[src/hdl/classifierPkg.sv]
package classifierPkg;

    // Format codes 6 and 7 are left unused.
    typedef enum logic [2:0] {
        FmtUnknown = 3'd0,
        FmtCompute = 3'd1,
        FmtMemory  = 3'd2,
        FmtControl = 3'd3,
        FmtMixed   = 3'd4,
        FmtIdle    = 3'd5
    } formatT;

    // Opcode categories and their index in the hit vector.
    localparam int NumCategories = 3;
    localparam int CatCompute    = 0;
    localparam int CatMemory     = 1;
    localparam int CatControl    = 2;

    localparam int CountWidth    = 8;  // Windowed counters and tolls.
    localparam int ConfWidth     = 4;
    localparam int DecCountWidth = 16;
    localparam int TimerWidth    = 4;
    localparam int RateWidth     = 8;

    localparam int DecideEvery = 8;  // Cycles between decisions.
    localparam int ClearEvery  = 16; // Cycles per counting window.

    localparam logic [CountWidth-1:0] CountMax = '1;
    localparam logic [ConfWidth-1:0]  ConfMax  = '1;

    // RV32 major opcodes.
    localparam logic [6:0] OpAluReg = 7'b0110011;
    localparam logic [6:0] OpAluImm = 7'b0010011;
    localparam logic [6:0] OpLoad   = 7'b0000011;
    localparam logic [6:0] OpStore  = 7'b0100011;
    localparam logic [6:0] OpBranch = 7'b1100011;
    localparam logic [6:0] OpJal    = 7'b1101111;
    localparam logic [6:0] OpJalr   = 7'b1100111;

    // Toll scaling for full and sparse windows.
    localparam logic [CountWidth-1:0] TollFullScale = 200;
    localparam logic [CountWidth-1:0] TollLowScale  = 100;

    localparam logic [CountWidth-1:0] DominantThreshold = 150;
    localparam logic [CountWidth-1:0] DominantMargin    = 80;
    localparam logic [CountWidth-1:0] MixedFloor        = 50;
    localparam logic [CountWidth-1:0] MixedCtrlFloor    = 40;
    localparam logic [CountWidth-1:0] MixedBalance      = 40;
    localparam logic [CountWidth-1:0] MixedCtrlBalance  = 50;

    localparam logic [CountWidth-1:0] IdleLimit       = 25;
    localparam logic [CountWidth-1:0] MinActiveDecide = 2;
    localparam logic [CountWidth-1:0] MinActiveValid  = 4;

    localparam logic [ConfWidth-1:0] ConfThreshold = 4;
    localparam logic [ConfWidth-1:0] ConfDominant  = 7;
    localparam logic [ConfWidth-1:0] ConfMixed     = 6;
    localparam logic [ConfWidth-1:0] ConfIdle      = 8;
    localparam logic [ConfWidth-1:0] ConfFloor     = 4;
    localparam logic [ConfWidth-1:0] StableBoost   = 2;

    localparam logic [RateWidth-1:0] RateSlow = 8;
    localparam logic [RateWidth-1:0] RateMid  = 16;
    localparam logic [RateWidth-1:0] RateFast = 32;

    // Stability bounds.
    localparam logic [CountWidth-1:0] StableHigh  = 15;
    localparam logic [CountWidth-1:0] StableMid   = 6;
    localparam logic [CountWidth-1:0] StableFloor = 2; // Boost starts above this.

endpackage

[src/hdl/mixIf.sv]
interface mixIf;

    import classifierPkg::*;

    logic [NumCategories-1:0] hit;         // One category hit per valid opcode.
    logic [CountWidth-1:0]    activeCount; // Valid instructions this window.
    logic [CountWidth-1:0]    idleCount;   // Consecutive empty cycles.
    logic                     decide;      // Decision strobe.
    logic                     windowClear; // Window restart strobe.

    modport source (
        output hit,
        output activeCount,
        output idleCount,
        output decide,
        output windowClear
    );

    // Per-category counters.
    modport share (
        input hit,
        input activeCount,
        input windowClear
    );

    modport decision (
        input activeCount,
        input idleCount,
        input decide
    );

endinterface

[src/hdl/opcodeDecoder.sv]
module opcodeDecoder (
    input  logic       clk,
    input  logic       reset,
    input  logic       instructionValid,
    input  logic [6:0] opcode,
    mixIf.source       mix
);

    import classifierPkg::*;

    localparam int DecideBits = $clog2(DecideEvery);
    localparam int ClearBits  = $clog2(ClearEvery);

    logic [TimerWidth-1:0]    timer;
    logic [NumCategories-1:0] hit;
    logic [CountWidth-1:0]    activeCount;
    logic [CountWidth-1:0]    idleCount;

    // Epoch timer, zero in the first cycle out of reset.
    always_ff @(posedge clk) begin
        if (!reset) begin
            timer <= '0;
        end else begin
            timer <= timer + 1'b1;
        end
    end

    assign mix.decide      = (timer[DecideBits-1:0] == '0);
    assign mix.windowClear = (timer[ClearBits-1:0] == '0);

    // Opcode categorization.
    always_comb begin
        hit = '0;
        if (instructionValid) begin
            case (opcode)
                OpAluReg, OpAluImm:      hit[CatCompute] = 1'b1;
                OpLoad, OpStore:         hit[CatMemory]  = 1'b1;
                OpBranch, OpJal, OpJalr: hit[CatControl] = 1'b1;
                default:                 hit = '0; // Activity only.
            endcase
        end
    end

    assign mix.hit = hit;

    // Active count restarts with each window.
    always_ff @(posedge clk) begin
        if (!reset) begin
            activeCount <= '0;
        end else if (mix.windowClear) begin
            activeCount <= '0; // Hit at this edge is dropped.
        end else if (instructionValid && activeCount != CountMax) begin
            activeCount <= activeCount + 1'b1;
        end
    end

    // Idle run length, independent of the window.
    always_ff @(posedge clk) begin
        if (!reset) begin
            idleCount <= '0;
        end else if (instructionValid) begin
            idleCount <= '0;
        end else if (idleCount != CountMax) begin
            idleCount <= idleCount + 1'b1;
        end
    end

    assign mix.activeCount = activeCount;
    assign mix.idleCount   = idleCount;

endmodule

[src/hdl/opcodeShare.sv]
module opcodeShare (
    input  logic                               clk,
    input  logic                               reset,
    mixIf.share                                mix,
    input  logic                               category,
    output logic [classifierPkg::CountWidth-1:0] toll
);

    import classifierPkg::*;

    logic [CountWidth-1:0]   count;
    logic [2*CountWidth-1:0] product;
    logic [2*CountWidth-1:0] scaled;

    // Windowed hit counter, saturating.
    always_ff @(posedge clk) begin
        if (!reset) begin
            count <= '0;
        end else if (mix.windowClear) begin
            count <= '0;
        end else if (category && count != CountMax) begin
            count <= count + 1'b1;
        end
    end

    // Share of the window, scaled and clipped to 8 bits.
    always_comb begin
        product = '0;
        scaled  = '0;
        if (mix.activeCount >= MinActiveValid) begin
            product = (2*CountWidth)'(count) * (2*CountWidth)'(TollFullScale);
            scaled  = product / (2*CountWidth)'(mix.activeCount);
        end else if (mix.activeCount != '0) begin
            // Too few instructions for a ratio.
            product = (2*CountWidth)'(count) * (2*CountWidth)'(TollLowScale);
            scaled  = product;
        end
        if (scaled > (2*CountWidth)'(CountMax)) begin
            toll = CountMax;
        end else begin
            toll = scaled[CountWidth-1:0];
        end
    end

endmodule

[src/hdl/workloadDecision.sv]
module workloadDecision (
    input  logic                                  clk,
    input  logic                                  reset,
    mixIf.decision                                mix,
    input  logic [classifierPkg::CountWidth-1:0]  toll [classifierPkg::NumCategories],
    output classifierPkg::formatT                 workloadFormat,
    output logic [classifierPkg::ConfWidth-1:0]   workloadConfidence,
    output logic [classifierPkg::DecCountWidth-1:0] classificationCount,
    output logic [classifierPkg::RateWidth-1:0]   adaptationRate,
    output logic                                  classificationValid
);

    import classifierPkg::*;

    formatT                prevFormat;
    formatT                ruleFormat;
    logic [ConfWidth-1:0]  ruleConf;
    logic [ConfWidth-1:0]  nextConf;
    logic [CountWidth-1:0] stability;
    logic [CountWidth-1:0] computeToll;
    logic [CountWidth-1:0] memToll;
    logic [CountWidth-1:0] controlToll;
    logic                  isMixed;

    // True when a clearly leads both b and c.
    function automatic logic dominates(input logic [CountWidth-1:0] a,
                                       input logic [CountWidth-1:0] b,
                                       input logic [CountWidth-1:0] c);
        logic [CountWidth:0] boundB;
        logic [CountWidth:0] boundC;
        boundB = {1'b0, b} + {1'b0, DominantMargin};
        boundC = {1'b0, c} + {1'b0, DominantMargin};
        return (a > DominantThreshold) && ({1'b0, a} > boundB) && ({1'b0, a} > boundC);
    endfunction

    function automatic logic [CountWidth-1:0] absDiff(input logic [CountWidth-1:0] a,
                                                      input logic [CountWidth-1:0] b);
        return (a > b) ? a - b : b - a;
    endfunction

    assign computeToll = toll[CatCompute];
    assign memToll     = toll[CatMemory];
    assign controlToll = toll[CatControl];

    // Any two active categories close to each other.
    assign isMixed =
        (computeToll > MixedFloor && memToll > MixedFloor &&
         absDiff(computeToll, memToll) < MixedBalance) ||
        (computeToll > MixedFloor && controlToll > MixedCtrlFloor &&
         absDiff(computeToll, controlToll) < MixedCtrlBalance) ||
        (memToll > MixedFloor && controlToll > MixedCtrlFloor &&
         absDiff(memToll, controlToll) < MixedCtrlBalance);

    // Rule chain, first match wins.
    always_comb begin
        ruleFormat = FmtUnknown;
        ruleConf   = ConfFloor;
        if (classificationCount == '0) begin
            ruleFormat = FmtUnknown; // First decision has no history.
        end else if (mix.idleCount > IdleLimit) begin
            ruleFormat = FmtIdle;
            ruleConf   = ConfIdle;
        end else if (mix.activeCount < MinActiveDecide) begin
            ruleFormat = FmtUnknown;
        end else if (dominates(computeToll, memToll, controlToll)) begin
            ruleFormat = FmtCompute;
            ruleConf   = ConfDominant;
        end else if (dominates(memToll, computeToll, controlToll)) begin
            ruleFormat = FmtMemory;
            ruleConf   = ConfDominant;
        end else if (dominates(controlToll, computeToll, memToll)) begin
            ruleFormat = FmtControl;
            ruleConf   = ConfDominant;
        end else if (isMixed) begin
            ruleFormat = FmtMixed;
            ruleConf   = ConfMixed;
        end else if (workloadFormat != FmtUnknown) begin
            // Hold the last format with decaying confidence.
            ruleFormat = workloadFormat;
            ruleConf   = (workloadConfidence > ConfFloor) ? workloadConfidence - 1'b1 : ConfFloor;
        end
    end

    // A settled format overrides the rule confidence.
    always_comb begin
        nextConf = ruleConf;
        if (workloadFormat == prevFormat && stability > StableFloor) begin
            if (workloadConfidence > ConfMax - StableBoost) begin
                nextConf = ConfMax;
            end else begin
                nextConf = workloadConfidence + StableBoost;
            end
        end
    end

    always_ff @(posedge clk) begin
        if (!reset) begin
            workloadFormat      <= FmtUnknown;
            prevFormat          <= FmtUnknown;
            workloadConfidence  <= '0;
            classificationCount <= '0;
            stability           <= '0;
        end else if (mix.decide) begin
            workloadFormat      <= ruleFormat;
            workloadConfidence  <= nextConf;
            prevFormat          <= workloadFormat;
            classificationCount <= classificationCount + 1'b1;
            if (workloadFormat != prevFormat) begin
                stability <= '0;
            end else if (stability != CountMax) begin
                stability <= stability + 1'b1;
            end
        end
    end

    // Slower adaptation once the format has settled.
    always_comb begin
        if (stability > StableHigh) begin
            adaptationRate = RateSlow;
        end else if (stability > StableMid) begin
            adaptationRate = RateMid;
        end else begin
            adaptationRate = RateFast;
        end
    end

    assign classificationValid = (workloadConfidence >= ConfThreshold) &&
                                 (mix.activeCount >= MinActiveValid) &&
                                 (classificationCount != '0);

endmodule

[src/hdl/workloadClassifier.sv]
module workloadClassifier (
    input  logic                                    clk,
    input  logic                                    reset,
    input  logic                                    instructionValid,
    input  logic [6:0]                              opcode,
    output logic [classifierPkg::CountWidth-1:0]    computeToll,
    output logic [classifierPkg::CountWidth-1:0]    memToll,
    output logic [classifierPkg::CountWidth-1:0]    controlToll,
    output classifierPkg::formatT                   workloadFormat,
    output logic [classifierPkg::ConfWidth-1:0]     workloadConfidence,
    output logic [classifierPkg::DecCountWidth-1:0] classificationCount,
    output logic [classifierPkg::RateWidth-1:0]     adaptationRate,
    output logic                                    classificationValid
);

    import classifierPkg::*;

    logic [CountWidth-1:0] tollArr [NumCategories];

    mixIf mix ();

    opcodeDecoder decoderInst (
        .clk              (clk),
        .reset            (reset),
        .instructionValid (instructionValid),
        .opcode           (opcode),
        .mix              (mix.source)
    );

    // One share counter per category.
    for (genvar i = 0; i < NumCategories; i++) begin : genShare
        opcodeShare shareInst (
            .clk      (clk),
            .reset    (reset),
            .mix      (mix.share),
            .category (mix.hit[i]),
            .toll     (tollArr[i])
        );
    end

    workloadDecision decisionInst (
        .clk                 (clk),
        .reset               (reset),
        .mix                 (mix.decision),
        .toll                (tollArr),
        .workloadFormat      (workloadFormat),
        .workloadConfidence  (workloadConfidence),
        .classificationCount (classificationCount),
        .adaptationRate      (adaptationRate),
        .classificationValid (classificationValid)
    );

    assign computeToll = tollArr[CatCompute];
    assign memToll     = tollArr[CatMemory];
    assign controlToll = tollArr[CatControl];

endmodule

[config.mk]
export PLATFORM = sky130hd
export DESIGN_NAME = workloadClassifier
export DESIGN_NICKNAME = d
export VERILOG_FILES = /design/src/hdl/classifierPkg.sv /design/src/hdl/mixIf.sv /design/src/hdl/opcodeDecoder.sv /design/src/hdl/opcodeShare.sv /design/src/hdl/workloadDecision.sv /design/src/hdl/workloadClassifier.sv
export SDC_FILE = /design/constraint.sdc
export NUM_CORES = 1
export LEC_CHECK = 0
export ABC_AREA = 1
export BUFFER_PORTS_ARGS = -buffer_cell sky130_fd_sc_hd__buf_2
export CORE_MARGIN = 2
export CORE_UTILIZATION = 47
export CTS_BUF_LIST = sky130_fd_sc_hd__clkbuf_16
export CTS_CLUSTER_DIAMETER = 40
export DETAILED_ROUTE_END_ITERATION = 10
export PLACE_DENSITY = 0.71
export REMOVE_ABC_BUFFERS = 1
export SYNTH_ARGS = -nofsm -noshare
export SYNTH_HDL_FRONTEND = slang
export SYNTH_SLANG_ARGS = --single-unit
[constraint.sdc]
create_clock -name clk -period 57.5 [get_ports clk]
set_input_delay 11.5 -clock clk [delete_from_list [all_inputs] [get_ports clk]]
set_output_delay 11.5 -clock clk [all_outputs]
set_load 0.01 [all_outputs]
======== Yosys cells after proc, flatten, opt, wreduce, memory -nomap -nowiden ========
Cells that the tools add are included.
cells by class
  order comparisons ....................... 30
  divide/modulo/power cells ............... 3
  reduce and logical (&&, ||, !) cells .... 35
  $mul .................................... 6
  multiplexer cells ....................... 39
  bitwise operators ....................... 1
  add/subtract/negate cells ............... 19
  eq/ne operators ......................... 16
operator list
  operator                 count
  $mul A8 B5 Y13 const B   6
  $mux W8                  9
  $gt A8 B9 Y1             6
  $add A8 B1 Y8 const B    6
  $div A16 B8 Y16          3
  $gt A16 B8 Y1 const B    3
  $mux W16                 3
  $ne A8 B8 Y1 const B     6
  $sub A8 B8 Y8            6
  $mux W15                 3
  $mux W4                  11
  $add A8 B7 Y9 const B    3
  $mux W3                  9
  $gt A8 B6 Y1 const B     3
  $gt A8 B8 Y1             3
  $gt A8 B8 Y1 const B     3
  $lt A8 B6 Y1 const B     3
  $eq A7 B7 Y1 const B     3
  $logic_and A1 B1 Y1      19
  $add A16 B1 Y16 const B  1
  $logic_not A16 Y1        1
  $reduce_bool A16 Y1      1
  $eq A7 B6 Y1 const B     2
  $ge A8 B3 Y1 const B     1
  other kinds (28)         35
storage, ports and cells
  input bits .............................. 10
  register bits ........................... 78
  output and inout port bits .............. 56
  logic and storage cells ................. 160

======== Longest topological paths before layout ========
Gate-level depths: netlist (run 1).
  word-level depth ........................ 19
  mapped depth ............................ 252
  gate-level depth less buffers ........... 243

======== Cells and area by module ========
A second synthesis (run 1) with hierarchy kept.
unflattened totals
  cell total of the unflattened synthesis .. 4429
  area, all modules ....................... 26869.5 um2
by module, submodules not included
  module                                    cells an instance  area an instance (um2)  sequential area each (um2)  instances
  opcodeShare at genShare[0].shareInst ...  1111               6742.7                  160.2                       2
  opcodeShare at genShare[1].shareInst      1101               6776.5                  160.2                       1
  workloadDecision                          949                5534.1                  680.7                       1
  opcodeDecoder                             157                1073.5                  400.4                       1

======== Worst setup path before layout (run 1) ========
OpenSTA, ideal clock, no wires.
  path kind ............................... register -> output
  start ................................... reg genShare[0].shareInst.count[1]
  end ..................................... out computeToll[0] (netlist name)
  stages on the path, launching flop included .. 216
  data arrival time ....................... 29.693 ns
  required time ........................... 46.000 ns
  path slack .............................. 16.307 ns
  path buffers ............................ 11
  cells stage by stage .................... dfxtp_1 inv_1 ha_1 ha_1 ha_1 fa_1 nand3_1 nand3_1 a21boi_0 nor2_1 o21ai_0 nand2_1 xor2_1 ha_1 nor2_1 inv_1 nand2_4 nor2_4 (+180 left out) inv_1 nand3_2 nor2_4 nand3_4 inv_2 nand2_1 o21ai_0 ha_1 nand2_1 inv_1 a221o_1 nand2_1 o2111a_1 nand2_1 nor2_1 nand3b_1 o21ai_2 nand2_1
between the ends
  word-level cells in the longest chain between the ends .. 5
  elaborated cells on any way between the ends .. 7
  those cells by class .................... mul: 2; div: 1; order compare: 1; mux: 3
RTL lines
  item                                                RTL line                              text
  from (decl)                                         opcodeShare.sv:11                     logic [CountWidth-1:0] count;
  from (signal assigned)                              opcodeShare.sv:22                     count <= count + 1'b1;
  $mul A8 B5 Y13                                      opcodeShare.sv:31, opcodeShare.sv:35
  $div A16 B8 Y16 / $mux W15 (equally long branches)  opcodeShare.sv:32, opcodeShare.sv:33
  $mux W16 (*)                                        opcodeShare.sv:30                     if (mix.activeCount >= MinActiveValid) begin
  $gt A16 B8 Y1                                       opcodeShare.sv:38                     if (scaled > (2*CountWidth)'(CountMax)) begin
  $mux W8 (*)                                         opcodeShare.sv:38
  to (decl)                                           workloadClassifier.sv:6               output logic [classifierPkg::CountWidth-1:0] computeToll,
Mark *: on every way between the ends. The rest lies on a longest branch, timed or not.

======== Worst setup path in the final report (run 1) ========
Ends and elaborated chain as after synthesis.

==> results_dict.tcl, run 1 <==
set metrics [dict create \
    status "completed" \
    grt_max_degree 42 \
    async_flop_share 0 \
    areaGrowthSynthToFinish_pct 5.63 \
    synth_top_cell_by_area "ha_1" \
    max_freq_mhz 21.2 \
    ys.flop_type "dfxtp_1" \
    fin_setup_tns_ns 0 \
    synth.most_common_cell "nand2_1" \
    cp_common_cell "nand2_1" \
    dpl.hpwl_um 57700 \
    layout.nets 4833 \
    crit_arrival_ns 35.66 \
    critPathKind "flip-flop to output port" \
    wirelength_um 71200 \
    post_cts_resized 0 \
    cts_max_path_buffers 2 \
    max-cap-violations 0 \
    report.final.slew_viol_count 0 \
    post_cts_buffers 0 \
    viasPerCell 5.30 \
    ys_ff_latch 78 \
    grt_pass1_wl_um 117000 \
    initial_core_util 0.475 \
    clock_skew_ns 0.0225 \
    worst_ep_required_time_ns 46.00 \
    hold_violations 0 \
    synth.avg_cell_area_um2 6.09 \
    max_stage_delay_ns 0.90 \
    clkSinkCount 78 \
    gp_congestion 0.976 \
    layout-drive-gt1-share 0.0699 \
    wire_per_inst_um 14.0 \
    synth_top_area_frac 0.229 \
    netlist-cell-type-count 63 \
    coreArea_um2 55000 \
    synth_edf_count 0 \
    clk_pin_slew_ns 0.07 \
    path_max_fanout 21 \
    dieArea_um2 57500 \
    ys_warn_count 0 \
    critical_path.startpoint "genShare[0].shareInst.count[1]$_SDFFE_PP0P_" \
    rr_startpoint "genShare[0].shareInst.count[1]$_SDFFE_PP0P_" \
    cts-root-buf "clkbuf_16" \
    dieWidth_um 240 \
    syn-cell-area_um2 26100 \
    setup.worst_path.start_class "flip-flop" \
    seq_area_frac_synth 0.0598 \
    synthTopCellsByCount "nand2_1 (1035), inv_1 (619), ha_1 (479)" \
    holdCritPathClass "flip-flop to flip-flop" \
    chipHeight_um 240 \
    grt-ovfl-total 0 \
    row_count 86 \
    drtIter0Drc 1774 \
    min_period_over_period 0.820 \
    ios 66 \
    max_slew_margin 0.206 \
    h-tree-depth 3 \
    worst_slew_pin_slew_ns 1.18 \
    first_pass_iters 6 \
    yosys-top-cells-area "ha_1 (23%), nand2_1 (15%), inv_1 (8.9%), dfxtp_1 (6.0%), o21ai_0 (5.8%)" \
    fin_crit_ns 47.16 \
    io_buffer_count 60 \
    numCtsBuffers 9 \
    antenna_found_initial 0 \
    track_usage 0.244 \
    setup_violations 0 \
    hp-start "decoderInst.timer[0]$_SDFF_PN0_" \
    rsz0062_at_grt "no" \
    vias 27000 \
    crit_path_top_delay_cell "o21ai_0" \
    ant_nets 0 \
    synthCells 4289 \
    hold_buffers 0 \
    first_global_vias 23900 \
    end_kind "output port" \
    diodes 0 \
    insertion_delay_ns 0.37 \
    cts_tree "done" \
    drc_errors 0 \
]
cell type report:
class / instances / area [µm²]
Clock buffer: 9 / 225
Sequential cell: 78 / 1560
Clock inverter: 7 / 47.5
Timing Repair Buffer: 94 / 556
Fill cell: 5726 / 27400
Tap cell: 748 / 936
Multi-Input combinational cell: 3498 / 21800
Inverter: 651 / 2440
state kept, by name (all words and copies together), names as in the netlist:
name and count:
genShare.shareInst.count 24, decisionInst.classificationCount 16, decisionInst.stability 8, decoderInst.mix.activeCount 8, decoderInst.mix.idleCount 8, decisionInst.workloadConfidence 4
decoderInst.timer 4, decisionInst.prevFormat 3, decisionInst.workloadFormat 3
cells by family (layout without fill, tap and decap cells):
family	after synthesis	in the layout	synth area share
adders and majority gates	491	491	0.239
DFF	78	78	0.0598
muxes	2	2	0.000766
buffers and inverters	717	761	0.106
other	1	5	0.000143
and+or+nand+nor	1946	1946	0.333
AOI/OAI and AO/OA	812	812	0.181
xor gates and xnor gates	242	242	0.0811
placed cells by master, fill, tap and decap left out, types with 16 or more instances in the layout:
| cell type | count |
|---|---|
| o211ai_1 | 20 |
| nand2_1 | 1035 |
| a21oi_1 | 219 |
| buf_4 | 34 |
| nand3_2 | 24 |
| nor3_1 | 58 |
| nand2_4 | 16 |
| inv_2 | 31 |
| nand3_1 | 269 |
| or2_2 | 44 |
| a221oi_1 | 24 |
| nor2_1 | 318 |
| ha_1 | 479 |
| inv_1 | 614 |
| dfxtp_1 | 78 |
| o21ai_0 | 302 |
| xor2_1 | 138 |
| nand2_2 | 37 |
| nand4_1 | 62 |
| nand3b_1 | 24 |
| xnor2_1 | 104 |
| buf_2 | 60 |
| a21o_1 | 78 |
| o21ai_1 | 43 |
| o21bai_1 | 43 |
metrics by stage:
stage / util / instances / hold WS (ns) / area (µm²) / setup slack [ns]
2_1_floorplan: - / 4227 / 0.430 / 25800 / 16.63
3_3_place_gp: 0.497 / 5069 / 0.444 / 27300 / 11.39
3_5_place_dp: 0.497 / 5069 / 0.451 / 27300 / 11.19
4_1_cts: 0.502 / 5085 / 0.468 / 27600 / 10.61
5_1_grt: 0.502 / 5085 / 0.527 / 27600 / 6.52
6_report: 0.502 / 5085 / 0.471 / 27600 / 10.34
critical path: cells and delay by family (launching register included):
kind,cells,cell delay [ns]
flip-flops,1,0.52
AND/OR/NAND/NOR,75,8.67
adder cells (fa/ha/maj),21,6.64
buffers and inverters,34,4.19
XOR/XNOR,2,0.58
AO/OA/AOI/OAI,71,14.66
final timing paths:
| path | end | slack, ns | cells past startpoint |
|---|---|---|---|
| worst max-delay path | computeToll[0] | 10.34 | 203 |
| worst min-delay path | decoderInst.timer[0]$_SDFF_PN0_ | 0.47 | 1 |
| worst max register to register | decisionInst.workloadFormat[2]$_SDFFE_PN0P_ | 19.79 | 226 |
| worst min register to register | decoderInst.timer[0]$_SDFF_PN0_ | 0.47 | 1 |
per-layer routing:
layer | global-route usage | wire [µm]
met5 | 0 | 0
met4 | 0.0600 | 1690
met3 | 0.0142 | 3290
met2 | 0.405 | 31400
met1 | 0.344 | 34800
Power of run 1 is left out: the tool's default activity adds up to more than one toggle a clock period on the data nets, which glitch-free logic cannot reach.
==> run 2: changes to the inputs <==
Settings changed: ABC_AREA 1 to 0.
Clock period 57.5 ns to 44.5 ns, I/O delays scaled along.
==> run 2 against run 1 <==
Non-clock buffer count grew 108. Wire length increased by 23%. Sequential share of layout area fell by 0.46 points. Utilization rose by 2.3 points. Sequential cell count unchanged. Register-to-register slack worse by 12 ns. First-iteration DRC count increased by 25%.
==> results_dict.tcl, run 2 <==
set metrics [dict create \
    status "completed" \
    initial_core_util 0.477 \
    cp_common_cell "o21a_1" \
    areaGrowthSynthToFinish_pct 10.1 \
    first_global_vias 27500 \
    wire_per_inst_um 18.6 \
    clock_skew_ns 0.0129 \
    critPathKind "flip-flop to output port" \
    io_buffer_count 60 \
    max_freq_mhz 23.3 \
    cts_tree "done" \
    min_period_over_period 0.964 \
    cts-root-buf "clkbuf_16" \
    dieWidth_um 246 \
    cts_max_path_buffers 2 \
    setup_violations 0 \
    r2r_slack_ns 7.94 \
    ant_nets 0 \
    grt_pass1_wl_um 139000 \
    track_usage 0.277 \
    setup.worst_path.start_class "flip-flop" \
    grt_max_degree 40 \
    first_pass_iters 8 \
    diodes 0 \
    seq_area_frac_synth 0.0566 \
    h-tree-depth 3 \
    grt-ovfl-total 0 \
    synth.most_common_cell "ha_1" \
    ios 66 \
    largest_reg_flops 24 \
    clkSinkCount 78 \
    holdPathEnd "decoderInst.timer[0]$_SDFF_PN0_" \
    hold_depth 1 \
    dieArea_um2 60700 \
    dpl.hpwl_um 68200 \
    numCtsBuffers 9 \
    holdCritPathClass "flip-flop to flip-flop" \
    synth_edf_count 0 \
    drtIter0Drc 2226 \
    wirelength_um 87300 \
    syn-cell-area_um2 27600 \
    clk_pin_slew_ns 0.06 \
    reg_top3 "genShare.shareInst.count (24), decisionInst.classificationCount (16)" \
    ys_ff_latch 78 \
    viasPerCell 6.29 \
    synth_top_area_frac 0.217 \
    r2r-end "decisionInst.workloadFormat[0]$_SDFFE_PN0P_" \
    hold_violations 0 \
    synthTopCellsByCount "ha_1 (479), nor2_1 (368), nand2_1 (314)" \
    vias 29600 \
    path_max_fanout 12 \
    rr_startpoint "genShare[0].shareInst.count[3]$_SDFFE_PP0P_" \
    chipHeight_um 246 \
    netlist-cell-type-count 121 \
    insertion_delay_ns 0.38 \
    regMostFlops "genShare.shareInst.count" \
    synth_top_cell_by_area "ha_1" \
    crit_path_top_delay_cell "nor2_1" \
    ys.flop_type "dfxtp_1" \
    gp_congestion 0.956 \
    row_count 88 \
    coreArea_um2 57900 \
    layout.nets 4434 \
    layout_commonest_cell "ha_1" \
    drc_errors 0 \
    worst_slew_pin_slew_ns 1.10 \
    max_slew_margin 0.266 \
    async_flop_share 0 \
    reg2reg_depth 182 \
    layout-drive-gt1-share 0.123 \
    synthCells 3818 \
    max_stage_delay_ns 0.61 \
    synth.avg_cell_area_um2 7.23 \
    antenna_found_initial 0 \
    max-cap-violations 0 \
    worst_ep_required_time_ns 35.60 \
    hp-start "decoderInst.timer[0]$_SDFF_PN0_" \
    utilization 0.525 \
    final_cell_mix "ha_1 (475), nor2_1 (362), nand2_1 (307)" \
    ys_warn_count 0 \
    yosys-top-cells-area "ha_1 (22%), dfxtp_1 (5.7%), nor2_1 (5.0%), xnor2_1 (4.3%), a21oi_1 (4.3%)" \
    crit_arrival_ns 34.00 \
    report.final.slew_viol_count 0 \
    end_kind "output port" \
    fin_crit_ns 42.90 \
]
## run 2: cell families after synthesis
family | Yosys count | share of synthesized area
XOR/XNOR | 222 | 0.0704
adder cells (fa/ha/maj) | 497 | 0.228
AND/OR/NAND/NOR | 1407 | 0.253
multiplexers | 125 | 0.0485
other | 1 | 0.000136
buffers and inverters | 282 | 0.0408
AO/OA/AOI/OAI | 1206 | 0.303
flip-flops | 78 | 0.0566
## run 2: final cells by class
| type | instances | area, µm² |
|---|---|---|
| flip-flops and latches | 78 | 1580 |
| clock inverters | 7 | 91.3 |
| clock buffers | 9 | 225 |
| inverters | 179 | 672 |
| well taps | 765 | 957 |
| multi-input cells | 3463 | 25500 |
| fillers | 5699 | 27500 |
| repair buffers | 202 | 1370 |
## run 2: metal layers
metal | global-route usage | routed length (µm) | share of wire
met2 | 0.458 | 39300 | 0.45
met4 | 0.0976 | 3100 | 0.035
met5 | 0 | 0 | 0
met1 | 0.364 | 38700 | 0.44
met3 | 0.0425 | 6230 | 0.071
## run 2: through the flow
step / worst slack [ns] / setup TNS [ns] / hold slack (ns) / std cells / area [µm²]
floorplan: -0.565 / -0.565 / 0.437 / 3719 / 27200
detailed placement: -0.984 / -0.984 / 0.468 / 4642 / 29200
global route: -0.381 / -0.525 / 0.523 / 4703 / 30400
CTS: 0.0417 / 0 / 0.481 / 4661 / 29600
global placement: 0.165 / 0 / 0.453 / 4642 / 29200
finish: 1.60 / 0 / 0.479 / 4703 / 30400
## run 2: how the worst max path moves through the flow
stage / startpoint / to / cells past startpoint / slack, ns
after detailed placement: genShare[0].shareInst.count[1]$_SDFFE_PP0P_ / computeToll[0] / 170 / -0.98
after CTS: genShare[0].shareInst.count[2]$_SDFFE_PP0P_ / computeToll[0] / 167 / 0.04
after floorplan: genShare[0].shareInst.count[1]$_SDFFE_PP0P_ / computeToll[0] / 164 / -0.57
final: genShare[0].shareInst.count[3]$_SDFFE_PP0P_ / computeToll[0] / 171 / 1.60
after global routing: genShare[0].shareInst.count[3]$_SDFFE_PP0P_ / computeToll[0] / 171 / -0.38
after global placement: genShare[0].shareInst.count[1]$_SDFFE_PP0P_ / computeToll[0] / 169 / 0.17
## run 2: timing repair
item	in CTS	in global routing
hold buffers	0	0
gates cloned	1	2
pin swaps	2	32
gates resized for setup	18	117
setup buffers	2	40
setup endpoints to repair	1	6
## run 2: critical path, delay by kind of cell, from the launching register on
kind | cells | cell delay [ns]
multiplexers | 4 | 1.01
buffers and inverters | 10 | 1.21
flip-flops | 1 | 0.34
AO/OA/AOI/OAI | 86 | 15.27
adder cells (fa/ha/maj) | 20 | 6.36
XOR/XNOR | 2 | 0.25
AND/OR/NAND/NOR | 49 | 9.15
Power of run 2 is left out for the same reason.
